**src/hw/wbPkg.sv**
```systemverilog
`default_nettype none

package wbPkg;

    typedef enum logic [1:0] {memNone, memRead, memWrite} memOp;

    // Master to slave
    typedef struct packed {
        logic        cyc;
        logic        stb;
        logic        we;
        logic [15:0] adr;
        logic [7:0]  datWr;
    } wbRequest;

    typedef struct packed {
        logic       ack;
        logic [7:0] datRd;
    } wbResponse;

endpackage

`default_nettype wire

```
**src/hw/busPkg.sv**
```systemverilog
`default_nettype none

package busPkg;

    // Bus driver choices where none leaves the bus at zero
    typedef enum logic [2:0] {
        dbNone, dbPsr, dbPch, dbPcl, dbAcc, dbDataIn, dbHigh
    } dbSource;

    typedef enum logic [2:0] {
        sbNone, sbX, sbY, sbSp, sbAluHold, sbAcc, sbHigh
    } sbSource;

    typedef enum logic [2:0] {
        adlNone, adlSp, adlAluHold, adlPcl, adlDataIn, adlZero
    } adlSource;

    typedef enum logic [2:0] {
        adhNone, adhPch, adhDataIn, adhZero, adhOne
    } adhSource;

    typedef enum logic [2:0] {
        aluSum, aluAnd, aluXor, aluOr, aluShiftRight
    } aluOperation;

    typedef enum logic {aSelStack, aSelZero} aluASelect;
    typedef enum logic [1:0] {bSelData, bSelDataInv, bSelAddrLow} aluBSelect;
    typedef enum logic [1:0] {carryZero, carryOne, carryStatus} carrySelect;
    typedef enum logic [1:0] {pcHold, pcIncrement, pcLoad} pcMode;

    typedef struct packed {
        logic x;
        logic y;
        logic acc;
        logic sp;
        logic aluHold;
        logic dor;
        logic abl;
        logic abh;
    } registerLoads;

    typedef struct packed {
        logic carryFromAlu;
        logic overflowFromAlu;
        logic zeroNegFromDb;
        logic loadFromDb;      // Whole PSR from the data bus
        logic setCarry;
        logic clearCarry;
        logic setInterrupt;
        logic clearInterrupt;
        logic setDecimal;
        logic clearDecimal;
        logic setOverflow;
        logic clearOverflow;
    } statusUpdate;

    typedef struct packed {
        dbSource      dbSel;
        sbSource      sbSel;
        adlSource     adlSel;
        adhSource     adhSel;
        logic         dbToSb;
        logic         sbToDb;
        logic         adhToSb;
        logic         sbToAdh;
        aluOperation  aluOp;
        aluASelect    aluA;
        aluBSelect    aluB;
        carrySelect   carrySel;
        pcMode        pcControl;
        registerLoads loads;
        statusUpdate  update;
        wbPkg::memOp  memory;
    } microOp;

    typedef struct packed {
        logic carry;
        logic overflow;
    } aluFlags;

endpackage

`default_nettype wire

```
**src/hw/busNetwork.sv**
```systemverilog
`timescale 1ns/1ns
`default_nettype none

module busNetwork (
    input  busPkg::microOp uop,
    input  logic [7:0]     x,
    input  logic [7:0]     y,
    input  logic [7:0]     acc,
    input  logic [7:0]     sp,
    input  logic [7:0]     aluHold,
    input  logic [7:0]     pcl,
    input  logic [7:0]     pch,
    input  logic [7:0]     psr,
    input  logic [7:0]     dataIn,
    output logic [7:0]     dataBus,
    output logic [7:0]     stackBus,
    output logic [7:0]     addrLowBus,
    output logic [7:0]     addrHighBus
);
    import busPkg::*;

    // Values on each bus before any bridge
    logic [7:0] dbDriven, sbDriven, adlDriven, adhDriven;

    always_comb begin
        case (uop.dbSel)
            dbPsr:    dbDriven = psr;
            dbPch:    dbDriven = pch;
            dbPcl:    dbDriven = pcl;
            dbAcc:    dbDriven = acc;
            dbDataIn: dbDriven = dataIn;
            dbHigh:   dbDriven = 8'hFF;
            default:  dbDriven = 8'h00;
        endcase
        case (uop.sbSel)
            sbX:       sbDriven = x;
            sbY:       sbDriven = y;
            sbSp:      sbDriven = sp;
            sbAluHold: sbDriven = aluHold;
            sbAcc:     sbDriven = acc;
            sbHigh:    sbDriven = 8'hFF;
            default:   sbDriven = 8'h00;
        endcase
        case (uop.adlSel)
            adlSp:      adlDriven = sp;
            adlAluHold: adlDriven = aluHold;
            adlPcl:     adlDriven = pcl;
            adlDataIn:  adlDriven = dataIn;
            adlZero:    adlDriven = 8'h00;
            default:    adlDriven = 8'h00;
        endcase
        case (uop.adhSel)
            adhPch:    adhDriven = pch;
            adhDataIn: adhDriven = dataIn;
            adhOne:    adhDriven = 8'h01;
            default:   adhDriven = 8'h00;  // None and zero preset
        endcase
    end

    // Stack bus sits in the middle, so bridged values pass through it
    assign stackBus = sbDriven
                    | (uop.dbToSb ? dbDriven : 8'h00)
                    | (uop.adhToSb ? adhDriven : 8'h00);
    assign dataBus = dbDriven | (uop.sbToDb ? stackBus : 8'h00);
    assign addrHighBus = adhDriven | (uop.sbToAdh ? stackBus : 8'h00);
    assign addrLowBus = adlDriven;

    always_comb begin
        assert (!(uop.sbToDb && uop.dbToSb && uop.dbSel != dbNone && uop.sbSel != sbNone))
            else $error("Data and stack bus both driven through a two-way bridge");
    end

endmodule

`default_nettype wire

```
**src/hw/aluUnit.sv**
```systemverilog
`timescale 1ns/1ns
`default_nettype none

module aluUnit (
    input  busPkg::microOp  uop,
    input  logic [7:0]      dataBus,
    input  logic [7:0]      stackBus,
    input  logic [7:0]      addrLowBus,
    input  logic            statusCarry,
    output logic [7:0]      result,
    output busPkg::aluFlags flags
);
    import busPkg::*;

    logic [7:0] operandA, operandB;
    logic       carryIn;
    logic [8:0] sum;

    always_comb begin
        operandA = (uop.aluA == aSelZero) ? 8'h00 : stackBus;
        case (uop.aluB)
            bSelDataInv: operandB = ~dataBus;  // Subtract path
            bSelAddrLow: operandB = addrLowBus;
            default:     operandB = dataBus;
        endcase
        case (uop.carrySel)
            carryOne:    carryIn = 1'b1;
            carryStatus: carryIn = statusCarry;
            default:     carryIn = 1'b0;
        endcase
    end

    assign sum = {1'b0, operandA} + {1'b0, operandB} + {8'h00, carryIn};

    always_comb begin
        flags = '0;
        case (uop.aluOp)
            aluSum: begin
                result = sum[7:0];
                flags.carry = sum[8];
                // Like-signed operands giving a result of the other sign
                flags.overflow = (operandA[7] == operandB[7]) && (sum[7] != operandA[7]);
            end
            aluAnd: result = operandA & operandB;
            aluXor: result = operandA ^ operandB;
            aluOr:  result = operandA | operandB;
            aluShiftRight: begin
                result = {carryIn, operandA[7:1]};  // Carry in enters at the top
                flags.carry = operandA[0];
            end
            default: result = 8'h00;
        endcase
    end

endmodule

`default_nettype wire

```
**src/hw/statusRegister.sv**
```systemverilog
`timescale 1ns/1ns
`default_nettype none

module statusRegister (
    input  logic                clk,
    input  logic                rst,
    input  logic                commit,
    input  busPkg::statusUpdate update,
    input  logic [7:0]          dataBus,
    input  busPkg::aluFlags     flags,
    output logic [7:0]          status
);
    // N V 1 B D I Z C
    localparam int CarryBit = 0;
    localparam int ZeroBit = 1;
    localparam int InterruptBit = 2;
    localparam int DecimalBit = 3;
    localparam int OverflowBit = 6;
    localparam int NegativeBit = 7;

    logic [7:0] flagsReg, flagsNext;

    always_comb begin
        flagsNext = flagsReg;
        if (update.loadFromDb) flagsNext = dataBus;
        if (update.carryFromAlu) flagsNext[CarryBit] = flags.carry;
        if (update.overflowFromAlu) flagsNext[OverflowBit] = flags.overflow;
        if (update.zeroNegFromDb) begin
            flagsNext[ZeroBit] = (dataBus == 8'h00);
            flagsNext[NegativeBit] = dataBus[7];
        end
        // Explicit set and clear win over everything else
        if (update.setCarry) flagsNext[CarryBit] = 1'b1;
        if (update.clearCarry) flagsNext[CarryBit] = 1'b0;
        if (update.setInterrupt) flagsNext[InterruptBit] = 1'b1;
        if (update.clearInterrupt) flagsNext[InterruptBit] = 1'b0;
        if (update.setDecimal) flagsNext[DecimalBit] = 1'b1;
        if (update.clearDecimal) flagsNext[DecimalBit] = 1'b0;
        if (update.setOverflow) flagsNext[OverflowBit] = 1'b1;
        if (update.clearOverflow) flagsNext[OverflowBit] = 1'b0;
        flagsNext[5] = 1'b0;  // Unused bit reads back as one
    end

    always_ff @(posedge clk) begin
        if (rst) begin
            flagsReg <= '0;
        end else if (commit) begin
            flagsReg <= flagsNext;
        end
    end

    assign status = flagsReg | 8'h20;

    setClearExclusive: assert property (@(posedge clk) disable iff (rst)
        commit |-> !((update.setCarry && update.clearCarry)
                  || (update.setInterrupt && update.clearInterrupt)
                  || (update.setDecimal && update.clearDecimal)
                  || (update.setOverflow && update.clearOverflow)));

endmodule

`default_nettype wire

```
**src/hw/registerFile.sv**
```systemverilog
`timescale 1ns/1ns
`default_nettype none

module registerFile #(
    parameter logic [15:0] ResetVector = 16'h0000
) (
    input  logic                 clk,
    input  logic                 rst,
    input  logic                 commit,
    input  busPkg::registerLoads loads,
    input  busPkg::pcMode        pcControl,
    input  logic [7:0]           dataBus,
    input  logic [7:0]           stackBus,
    input  logic [7:0]           addrLowBus,
    input  logic [7:0]           addrHighBus,
    input  logic [7:0]           aluResult,
    output logic [7:0]           x,
    output logic [7:0]           y,
    output logic [7:0]           acc,
    output logic [7:0]           sp,
    output logic [7:0]           aluHold,
    output logic [7:0]           dor,
    output logic [7:0]           abl,
    output logic [7:0]           abh,
    output logic [7:0]           pcl,
    output logic [7:0]           pch
);
    import busPkg::*;

    logic [15:0] pc;

    always_ff @(posedge clk) begin
        if (rst) begin
            x <= '0;
            y <= '0;
            acc <= '0;
            sp <= '0;
            aluHold <= '0;
            dor <= '0;
            abl <= '0;
            abh <= '0;
            pc <= ResetVector;
        end else if (commit) begin
            if (loads.x) x <= stackBus;
            if (loads.y) y <= stackBus;
            if (loads.acc) acc <= stackBus;
            if (loads.sp) sp <= stackBus;
            if (loads.aluHold) aluHold <= aluResult;
            if (loads.dor) dor <= dataBus;      // Write data for the next store
            if (loads.abl) abl <= addrLowBus;
            if (loads.abh) abh <= addrHighBus;
            case (pcControl)
                pcIncrement: pc <= pc + 16'd1;
                pcLoad:      pc <= {addrHighBus, addrLowBus};  // Jump target
                default:     pc <= pc;
            endcase
        end
    end

    assign pcl = pc[7:0];
    assign pch = pc[15:8];

endmodule

`default_nettype wire

```
**src/hw/internalDataflow.sv**
```systemverilog
`timescale 1ns/1ns
`default_nettype none

module internalDataflow #(
    parameter logic [15:0] ResetVector = 16'h0000
) (
    input  logic           clk,
    input  logic           rst,
    input  logic           execValid,
    input  logic           stall,
    input  busPkg::microOp uop,
    input  logic [7:0]     dataIn,
    output logic [15:0]    address,
    output logic [7:0]     dorValue,
    output logic [7:0]     status
);
    import busPkg::*;

    logic       commit;  // Micro-op finishes on this edge
    logic [7:0] x, y, acc, sp, aluHold, dor, abl, abh, pcl, pch;
    logic [7:0] dataBus, stackBus, addrLowBus, addrHighBus;
    logic [7:0] aluResult;
    aluFlags    flags;

    assign commit = execValid && !stall;

    busNetwork buses (
        .uop(uop), .x(x), .y(y), .acc(acc), .sp(sp), .aluHold(aluHold),
        .pcl(pcl), .pch(pch), .psr(status), .dataIn(dataIn),
        .dataBus(dataBus), .stackBus(stackBus),
        .addrLowBus(addrLowBus), .addrHighBus(addrHighBus)
    );

    aluUnit alu (
        .uop(uop), .dataBus(dataBus), .stackBus(stackBus), .addrLowBus(addrLowBus),
        .statusCarry(status[0]),
        .result(aluResult), .flags(flags)
    );

    statusRegister psr (
        .clk(clk), .rst(rst), .commit(commit), .update(uop.update),
        .dataBus(dataBus), .flags(flags), .status(status)
    );

    registerFile #(
        .ResetVector(ResetVector)
    ) regs (
        .clk(clk), .rst(rst), .commit(commit),
        .loads(uop.loads), .pcControl(uop.pcControl),
        .dataBus(dataBus), .stackBus(stackBus),
        .addrLowBus(addrLowBus), .addrHighBus(addrHighBus), .aluResult(aluResult),
        .x(x), .y(y), .acc(acc), .sp(sp), .aluHold(aluHold), .dor(dor),
        .abl(abl), .abh(abh), .pcl(pcl), .pch(pch)
    );

    // External address and write data come straight from ABH/ABL and DOR
    assign address = {abh, abl};
    assign dorValue = dor;

endmodule

`default_nettype wire

```
**src/hw/memoryPort.sv**
```systemverilog
`timescale 1ns/1ns
`default_nettype none

module memoryPort (
    input  logic             clk,
    input  logic             rst,
    input  logic             execValid,
    input  wbPkg::memOp      kind,
    input  logic [15:0]      address,
    input  logic [7:0]       dorValue,
    input  wbPkg::wbResponse wbResp,
    output wbPkg::wbRequest  wbReq,
    output logic             stall,
    output logic [7:0]       dataIn
);
    import wbPkg::*;

    typedef enum logic {portIdle, portBusy} portState;

    portState    state;
    logic        start;
    logic        writeCycle;
    logic [15:0] adrHeld;
    logic [7:0]  datHeld;

    assign start = execValid && (kind != memNone) && (state == portIdle);
    // Memory op holds execute until its ack
    assign stall = execValid && (kind != memNone) && !((state == portBusy) && wbResp.ack);

    always_ff @(posedge clk) begin
        if (rst) begin
            state <= portIdle;
            writeCycle <= 1'b0;
            dataIn <= '0;
        end else if (start) begin
            state <= portBusy;
            writeCycle <= (kind == memWrite);
        end else if ((state == portBusy) && wbResp.ack) begin
            state <= portIdle;  // cyc drops the cycle after ack
            if (!writeCycle) dataIn <= wbResp.datRd;
        end
    end

    always_ff @(posedge clk) begin
        if (start) begin
            adrHeld <= address;
            datHeld <= dorValue;
        end
    end

    always_comb begin
        wbReq.cyc = (state == portBusy);
        wbReq.stb = (state == portBusy);
        wbReq.we = (state == portBusy) && writeCycle;
        wbReq.adr = adrHeld;
        wbReq.datWr = datHeld;
    end

    ackInsideCycle: assert property (@(posedge clk) disable iff (rst)
        wbResp.ack |-> wbReq.cyc);

endmodule

`default_nettype wire

```
**src/hw/cpuCore.sv**
```systemverilog
`timescale 1ns/1ns
`default_nettype none

module cpuCore #(
    parameter logic [15:0] ResetVector = 16'hC000
) (
    input  logic             clk,
    input  logic             rst,
    input  logic             opValid,
    input  busPkg::microOp   op,
    input  wbPkg::wbResponse wbResp,
    output logic             opReady,
    output wbPkg::wbRequest  wbReq,
    output logic [7:0]       status
);
    import busPkg::*;

    microOp      execOp;
    logic        execValid;
    logic        stall;
    logic [15:0] address;
    logic [7:0]  dorValue, dataIn;

    assign opReady = !execValid || !stall;  // Empty or completing

    always_ff @(posedge clk) begin
        if (rst) begin
            execValid <= 1'b0;
            execOp <= '0;
        end else if (opReady) begin
            execValid <= opValid;
            if (opValid) execOp <= op;
        end
    end

    internalDataflow #(
        .ResetVector(ResetVector)
    ) dataflow (
        .clk(clk), .rst(rst), .execValid(execValid), .stall(stall),
        .uop(execOp), .dataIn(dataIn),
        .address(address), .dorValue(dorValue), .status(status)
    );

    memoryPort memPort (
        .clk(clk), .rst(rst), .execValid(execValid), .kind(execOp.memory),
        .address(address), .dorValue(dorValue), .wbResp(wbResp),
        .wbReq(wbReq), .stall(stall), .dataIn(dataIn)
    );

    // Stalled word stays in the execute register until it completes
    noAcceptDuringStall: assert property (@(posedge clk) disable iff (rst)
        (execValid && stall) |=> (execValid && $stable(execOp)));

endmodule

`default_nettype wire

```
**config.mk**
```make
export PLATFORM = sky130hd
export DESIGN_NAME = cpuCore
export DESIGN_NICKNAME = d
export VERILOG_FILES = /design/src/hw/wbPkg.sv /design/src/hw/busPkg.sv /design/src/hw/busNetwork.sv /design/src/hw/aluUnit.sv /design/src/hw/statusRegister.sv /design/src/hw/registerFile.sv /design/src/hw/internalDataflow.sv /design/src/hw/memoryPort.sv /design/src/hw/cpuCore.sv
export SDC_FILE = /design/constraint.sdc
export NUM_CORES = 1
export LEC_CHECK = 0
export CORE_ASPECT_RATIO = 0.6
export CORE_MARGIN = 3
export CORE_UTILIZATION = 60
export DETAILED_ROUTE_END_ITERATION = 10
export DONT_BUFFER_PORTS = 1
export GPL_TIMING_DRIVEN = 1
export PLACE_DENSITY = 0.76
export SYNTH_ARGS = -nofsm -noshare
export SYNTH_HDL_FRONTEND = slang
export SYNTH_HIERARCHICAL = 1
export SYNTH_SLANG_ARGS = --single-unit
```
**constraint.sdc**
```tcl
create_clock -name clk -period 6.73 [get_ports clk]
set_input_delay 0.673 -clock clk [delete_from_list [all_inputs] [get_ports clk]]
set_output_delay 0.673 -clock clk [all_outputs]
set_load 0.005 [all_outputs]
```
# Yosys cells after proc, flatten, opt, wreduce, memory -nomap -nowiden
# Cells that the tools add are included.
[totals]
regBits = 170
in_bits = 60
word_cells = 169
out_inout_bits = 36
[op_classes]
bitwise_logic = 11
addsub = 3
n_eq_ne = 32
n_reduce_logical = 38
n_mux = 30
[ops]
columns = ["cell", "n"]
rows = [
  ["8-bit one-hot mux with 6 select lines", 2],
  ["8-bit two-way mux", 6],
  ["8-bit bitwise OR", 5],
  ["8-bit one-hot mux with 5 select lines", 1],
  ["16-bit one-hot mux with 2 select lines", 1],
  ["8-bit one-hot mux with 4 select lines", 1],
  ["2-bit AND reduction", 16],
  ["3-bit by 2-bit == test with 1-bit output, second input constant", 9],
  ["3-bit == test, second input constant", 9],
  ["8-bit one-hot mux with 3 select lines", 1],
  ["16-bit by 1-bit adder with 16-bit output, second input constant", 1],
  ["8-bit one-hot mux with 2 select lines", 1],
  ["3-bit by 1-bit == test with 1-bit output, second input constant", 5],
  ["1-bit two-way mux", 15],
  ["8-bit by 8-bit adder with 9-bit output", 1],
  ["9-bit by 1-bit adder with 9-bit output", 1],
  ["8-bit AND", 1],
  ["2-bit == test, second input constant", 4],
  ["8-bit logical NOT", 1],
  ["8-bit NOT", 1],
  ["2-bit nonzero test", 4],
  ["4-bit nonzero test", 2],
  ["8-bit XOR", 1],
  ["1-bit logical AND", 7],
  ["10 further kinds", 18],
]

# Longest topological paths before layout
[logic_depth]
ltp_word = 17
ltp_mapped = 20

# Modules after synthesis
# The synthesis kept the hierarchy.
[modules_own_cells]
columns = ["module", "cells_each", "area_each_um2", "instances"]
rows = [
  ["registerFile", 429, 3370.7, 1],
  ["cpuCore", 212, 2174.6, 1],
  ["busNetwork", 226, 1527.7, 1],
  ["aluUnit", 178, 1251.2, 1],
  ["memoryPort", 73, 1117.3, 1],
  ["statusRegister", 50, 442.9, 1],
  ["internalDataflow", 1, 13.8, 1],
]

# Least setup slack after synthesis
# OpenSTA, ideal clock, no wires.
[synth_path]
path_type = "reg-to-reg"
startpoint = "register execOp[36] (netlist name)"
endpoint = "register dataflow.regs.aluHold[2]"
path_buffers = 0
required_ns = 6.598
arrival_time_ns = 3.379
stages_incl_launch_ff = 19
path_slack_ns = 3.219
synth_period_minus_slack_ns = 3.511
path_cell_list = "dfxtp_1 > nor2b_1 > a221o_1 > and3_1 > a211oi_1 > o21ai_0 > inv_1 > a221oi_1 > a21oi_1 > inv_1 > fa_1 > inv_1 > fa_1 > nand2_1 > mux4_1 > o31ai_1 > o21ai_0 > nand3_1 > a21oi_1"
[synth_between]
elab_chain_len = 11
elab_cells_between_ends = 17
classes_between = "2 x add/sub; 3 x eq/ne; 6 x mux; 6 x bitwise"
[synth_rtl]
columns = ["item", "line_no", "text"]
rows = [
  ["from (decl)", "cpuCore.sv:18", "microOp execOp;"],
  ["from (signal assigned)", "cpuCore.sv:32", "if (opValid) execOp <= op;"],
  ["3-bit == test, or another cell as far along", "busNetwork.sv:52", "case (uop.adhSel)"],
  ["8-bit one-hot mux with 3 select lines (*)", "busNetwork.sv:52", ""],
  ["8-bit two-way mux (*)", "busNetwork.sv:63", "| (uop.adhToSb ? adhDriven : 8'h00);"],
  ["8-bit bitwise OR (*)", "busNetwork.sv:63", ""],
  ["8-bit two-way mux (*)", "busNetwork.sv:64", "assign dataBus = dbDriven | (uop.sbToDb ? stackBus : 8'h00);"],
  ["8-bit bitwise OR (*)", "busNetwork.sv:64", ""],
  ["named net dataflow.dataBus[0]", "internalDataflow.sv:21", "logic [7:0] dataBus, stackBus, addrLowBus, addrHighBus;"],
  ["8-bit NOT", "aluUnit.sv:22", "bSelDataInv: operandB = ~dataBus;"],
  ["8-bit one-hot mux with 2 select lines (*)", "aluUnit.sv:21", "case (uop.aluB)"],
  ["8-bit by 8-bit adder with 9-bit output (*)", "aluUnit.sv:33", "assign sum = {1'b0, operandA} + {1'b0, operandB} + {8'h00, carryIn};"],
  ["9-bit by 1-bit adder with 9-bit output (*)", "aluUnit.sv:33", ""],
  ["8-bit one-hot mux with 5 select lines (*)", "aluUnit.sv:37", "case (uop.aluOp)"],
  ["named net dataflow.aluResult[2]", "internalDataflow.sv:22", "logic [7:0] aluResult;"],
  ["to (signal assigned)", "registerFile.sv:48", "if (loads.aluHold) aluHold <= aluResult;"],
  ["to (decl)", "registerFile.sv:21", "output logic [7:0] aluHold,"],
]
# Mark *: on every way through the listed nets, which the timed path passes. The rest lies on a longest branch.
# A chain may end at the register's enable or synchronous reset.

# Worst setup path after layout
[layout_path]
startpoint = "register execOp[44] (netlist name)"
endpoint = "register dataflow.regs.aluHold[4]"
[layout_between]
elab_chain_len = 11
elab_cells_between_ends = 20
classes_between = "2 x add/sub; 6 x eq/ne; 5 x mux; 7 x bitwise"
[layout_rtl]
columns = ["item", "line_no", "text"]
rows = [
  ["3-bit == test, or another cell as far along", "busNetwork.sv:35", "case (uop.sbSel)"],
  ["8-bit one-hot mux with 6 select lines (*)", "busNetwork.sv:35", ""],
  ["8-bit bitwise OR (*)", "busNetwork.sv:62", "| (uop.dbToSb ? dbDriven : 8'h00)"],
  ["8-bit bitwise OR (*)", "busNetwork.sv:63", ""],
  ["8-bit two-way mux (*)", "busNetwork.sv:64", ""],
  ["8-bit bitwise OR (*)", "busNetwork.sv:64", ""],
  ["named net dataflow.dataBus[0]", "internalDataflow.sv:21", ""],
  ["8-bit NOT", "aluUnit.sv:22", ""],
  ["8-bit one-hot mux with 2 select lines (*)", "aluUnit.sv:21", ""],
  ["8-bit by 8-bit adder with 9-bit output (*)", "aluUnit.sv:33", ""],
  ["9-bit by 1-bit adder with 9-bit output (*)", "aluUnit.sv:33", ""],
  ["8-bit one-hot mux with 5 select lines (*)", "aluUnit.sv:37", ""],
  ["named net dataflow.aluResult[4]", "internalDataflow.sv:22", ""],
]
# Marked as above.

==> results.sh <==
export IMPL_outcome="completed"
export IMPL_drc=0
export IMPL_dpl_cell_count=1296
export IMPL_final_area_sq_um=10400
export IMPL_start_kind="flop"
export IMPL_syn_num_nets=1253
export IMPL_tns_ns=0
export IMPL_post_dp_hpwl_um=21900
export IMPL_clock_root_buffer="clkbuf_16"
export IMPL_drt_total_wl_um=30500
export IMPL_die_h_um=105
export IMPL_power_frac_seq_pct=47.2
export IMPL_pwr_share_comb_pct=12.5
export IMPL_irDropWorstVdd_v=0.000150
export IMPL_critPathBufInv=3
export IMPL_rrSetupSlack_ns=1.98
export IMPL_powerDensity_nw_per_um2=229
export IMPL_slew_limit_headroom_pct=14.9
export IMPL_synth_simple_area_share_pct=24.9
export IMPL_grt_pass1_wl_um=46000
export IMPL_multiInputGateArea_sq_um=5620
export IMPL_grt_pass1_vias=7668
export IMPL_n_antenna_cell=0
export IMPL_worstMarginPinSlew_ns=1.28
export IMPL_post_cts_buffers=0
export IMPL_max_freq_mhz=210
export IMPL_vias=8688
export IMPL_fin_util_pct=66.1
export IMPL_io_pins=96
export IMPL_finalClockSkew_ns=0.0144
export IMPL_fin_nets=1196
export IMPL_slowest_stage="dfxtp_1"
export IMPL_crit_start="execOp[44]"
export IMPL_start_util_pct=63.0
export IMPL_synthesis_instances=1169
export IMPL_yosysWarnings=6
export IMPL_ys_seq_elements=170
export IMPL_hold_ws_ns=0.325
export IMPL_switchingPower_uw=669
export IMPL_dpl_cell_area_sq_um=9810
export IMPL_swShare_pct=28.1
export IMPL_arrival_ns=5.11
export IMPL_io_buffers=0
export IMPL_die_w_um=172
export IMPL_synth_xor_area_share_pct=0.0885
export IMPL_critPathMaxStageDelay_ns=0.97
export IMPL_cts_sinks=170
export IMPL_ctsResizeCount=0
export IMPL_final_cells=1328
export IMPL_synth_adder_area_share_pct=3.19
export IMPL_synth_edf_count=24
export IMPL_setup_ws_ns=1.98
export IMPL_die_area_sq_um=18100
export IMPL_synth_distinct_cells=78
export IMPL_reg2reg_from="execOp[44]"
export IMPL_cts_clk_slew_worst_paths_ns=0.07
export IMPL_cts_tree="done"
export IMPL_crit_fanout=30
export IMPL_report_final_setup_viol=0
export IMPL_synth_area_per_cell_sq_um=8.47
export IMPL_synth_async_reset_ratio_pct=0
export IMPL_path_class="reg -> reg"
export IMPL_pwr_share_clk_pct=40.2
export IMPL_seqCellArea_sq_um=3640
export IMPL_hold_viol_final=0
export IMPL_worst_path_stages=19
export IMPL_first_iter_violations=1187
export IMPL_clock_path_buffers=2
export IMPL_fill_cells=1338
export IMPL_cap_violations=0
export IMPL_dp_slack_ns=2.10
export IMPL_min_period_ns=4.75
export IMPL_area_delta_synth_final_pct=4.93
export IMPL_ys_seq_area_share_pct=36.8
export IMPL_cts_max_level=4
export IMPL_cts_buffers=17
export IMPL_antenna_left=0
export IMPL_hold_class="in -> reg"
export IMPL_worstSetupEndpointType="flop"
export IMPL_finalCritPeriodShare_pct=70.6
export IMPL_dr_pass1_iters=5
export IMPL_netlist_area_sq_um=9900
export IMPL_track_usage_pct=33.3
export IMPL_crit_family="compound AO/OA/AOI/OAI gates"
export IMPL_insertion_delay_ns=0.43
export IMPL_crit_end="dataflow/regs/aluHold[4]"
export IMPL_synth_top_family_by_area="simple AND/OR/NAND/NOR gates"
export IMPL_synth_compound_area_share_pct=19.4
export IMPL_crit_path_cell_trace="nor2b_1 > a221oi_1 > a31oi_1 > a211oi_1 > o21ai_0 > inv_1 > a221oi_1 > a21oi_1 > inv_1 > fa_1 > inv_1 > fa_1 > a21o_2 > a21oi_1 > nor2_1 > xnor2_1 > o31ai_1 > nand3_1 > a21oi_1"
export IMPL_drive_gt1_share_pct=7.29
export IMPL_gp_congestion=1.03
export IMPL_leakage_nw=3.70
export IMPL_rsz0062_at_grt="false"
export IMPL_slew_viol_final=0
export IMPL_gr_total_overflow=0
export IMPL_ys_flop_type="dfxtp_1"
export IMPL_core_region_area_sq_um=15700
export IMPL_via_per_inst=6.54
export IMPL_grt_max_degree=196
export IMPL_wire_per_inst_um=23.0
export IMPL_hold_buffers=0
export IMPL_r2r_end="dataflow/regs/aluHold[4]"
export IMPL_synth_mux_area_fraction_pct=9.13
export IMPL_row_count=35
export IMPL_power_mw=2.38
export IMPL_intPower_mw=1.71
export IMPL_grt_antenna_before_repair=0
export IMPL_cp_required_ns=7.09
export IMPL_rr_worst_depth=19
[logic make-up after synthesis]
| logic type | Yosys count |
|---|---|
| simple gates | 452 |
| compound gates | 293 |
| flops | 170 |
| buf+inv | 141 |
| mux | 87 |
| fa+ha+maj | 24 |
| other cells | 1 |
| xor+xnor | 1 |
[power by group through the flow]
stage	registers [mW]	clock network [mW]	logic, mW
6_report	1.13	0.958	0.299
3_5_place_dp	1.14	0	0.288
3_3_place_gp	1.14	0	0.285
2_1_floorplan	1.10	0	0.271
4_1_cts	1.12	0.971	0.291
5_1_grt	1.13	1.01	0.325
[registers in the layout, summed over array words and instances, names as in the netlist]
register	count
execOp	48
dataflow/regs/pc	16
memPort/adrHeld	16
dataflow/regs/abh	8
dataflow/regs/abl	8
dataflow/regs/acc	8
dataflow/regs/aluHold	8
dataflow/regs/dor	8
dataflow/regs/sp	8
dataflow/regs/x	8
dataflow/regs/y	8
memPort/datHeld	8
memPort/dataIn	8
dataflow/psr/flagsReg	7
execValid	1
memPort/state	1
memPort/writeCycle	1
[metal layers]
layer  wire length, um  part of all wire [%]  GRT usage (%)  vias to the layer above
li1                  -                     -              -                     4022
met1             14300                    47           52.0                     4164
met2             12000                    39           43.9                      457
met3              3680                    12           10.5                       45
met4               476                   1.6           7.97                        0
met5                 0                     0              0                        -
[cell usage in the layout, fill, tap and decap left out, types with 4 or more instances in the layout]
master     count
dfxtp_1      146
a21oi_1      121
nand2_1      119
nand2b_1     119
nand3_1       79
mux2i_1       76
inv_1         52
nand3b_1      38
nor2_1        33
o21ai_0       31
edfxtp_1      24
ha_1          22
nor2b_1       19
clkbuf_16     17
a21o_1        16
a221oi_1      14
a22oi_1       13
buf_4         13
o22ai_1       11
a31oi_1       11
nor3_1         9
a211oi_1       9
mux2_2         8
o31ai_1        6
a21boi_0       6
clkinv_4       5
o21a_1         5
nor4_1         5
o2bb2ai_1      5
or3_1          5
o21ai_1        5
nor4_2         4
[Yosys cell counts (all sizes together) (10+ instances only)]
cell / instances / area (sq um)
nand3: 80 / 405
a21o: 17 / 129
a31oi: 11 / 68.8
inv: 52 / 195
nor2b: 22 / 160
mux2i: 76 / 761
dfxtp: 146 / 2920
buf: 47 / 293
nand3b: 38 / 285
nor2: 34 / 128
nand2: 119 / 447
a221oi: 17 / 168
a21oi: 121 / 606
nand2b: 119 / 744
clkbuf: 42 / 158
a22oi: 13 / 97.6
edfxtp: 24 / 721
o22ai: 11 / 68.8
o21ai: 39 / 206
ha: 22 / 275
mux2: 10 / 116
[worst min path at each step]
| stage | start | endpoint | slack (ns) | cells after the start |
|---|---|---|---|---|
| 2_1_floorplan | dataflow/regs/abl[0] | memPort/adrHeld[0] | 0.41 | 0 |
| 3_3_place_gp | dataflow/regs/dor[0] | memPort/datHeld[0] | 0.41 | 0 |
| 3_5_place_dp | dataflow/regs/abh[5] | memPort/adrHeld[13] | 0.42 | 0 |
| 4_1_cts | rst | dataflow/regs/aluHold[5] | 0.30 | 1 |
| 5_1_grt | rst | dataflow/psr/flagsReg[1] | 0.31 | 1 |
| 6_report | rst | dataflow/regs/aluHold[6] | 0.33 | 1 |
[area by class of cell]
cell class / count / share of cell area, %
timing repair buffer: 13 / 0.940
sequential: 170 / 35.1
clock inverter: 12 / 1.25
inverter: 52 / 1.88
tap: 203 / 2.45
multi-input combinational: 858 / 54.1
clock buffer: 20 / 4.30
Note: power is estimated with default switching activity, not from simulation.
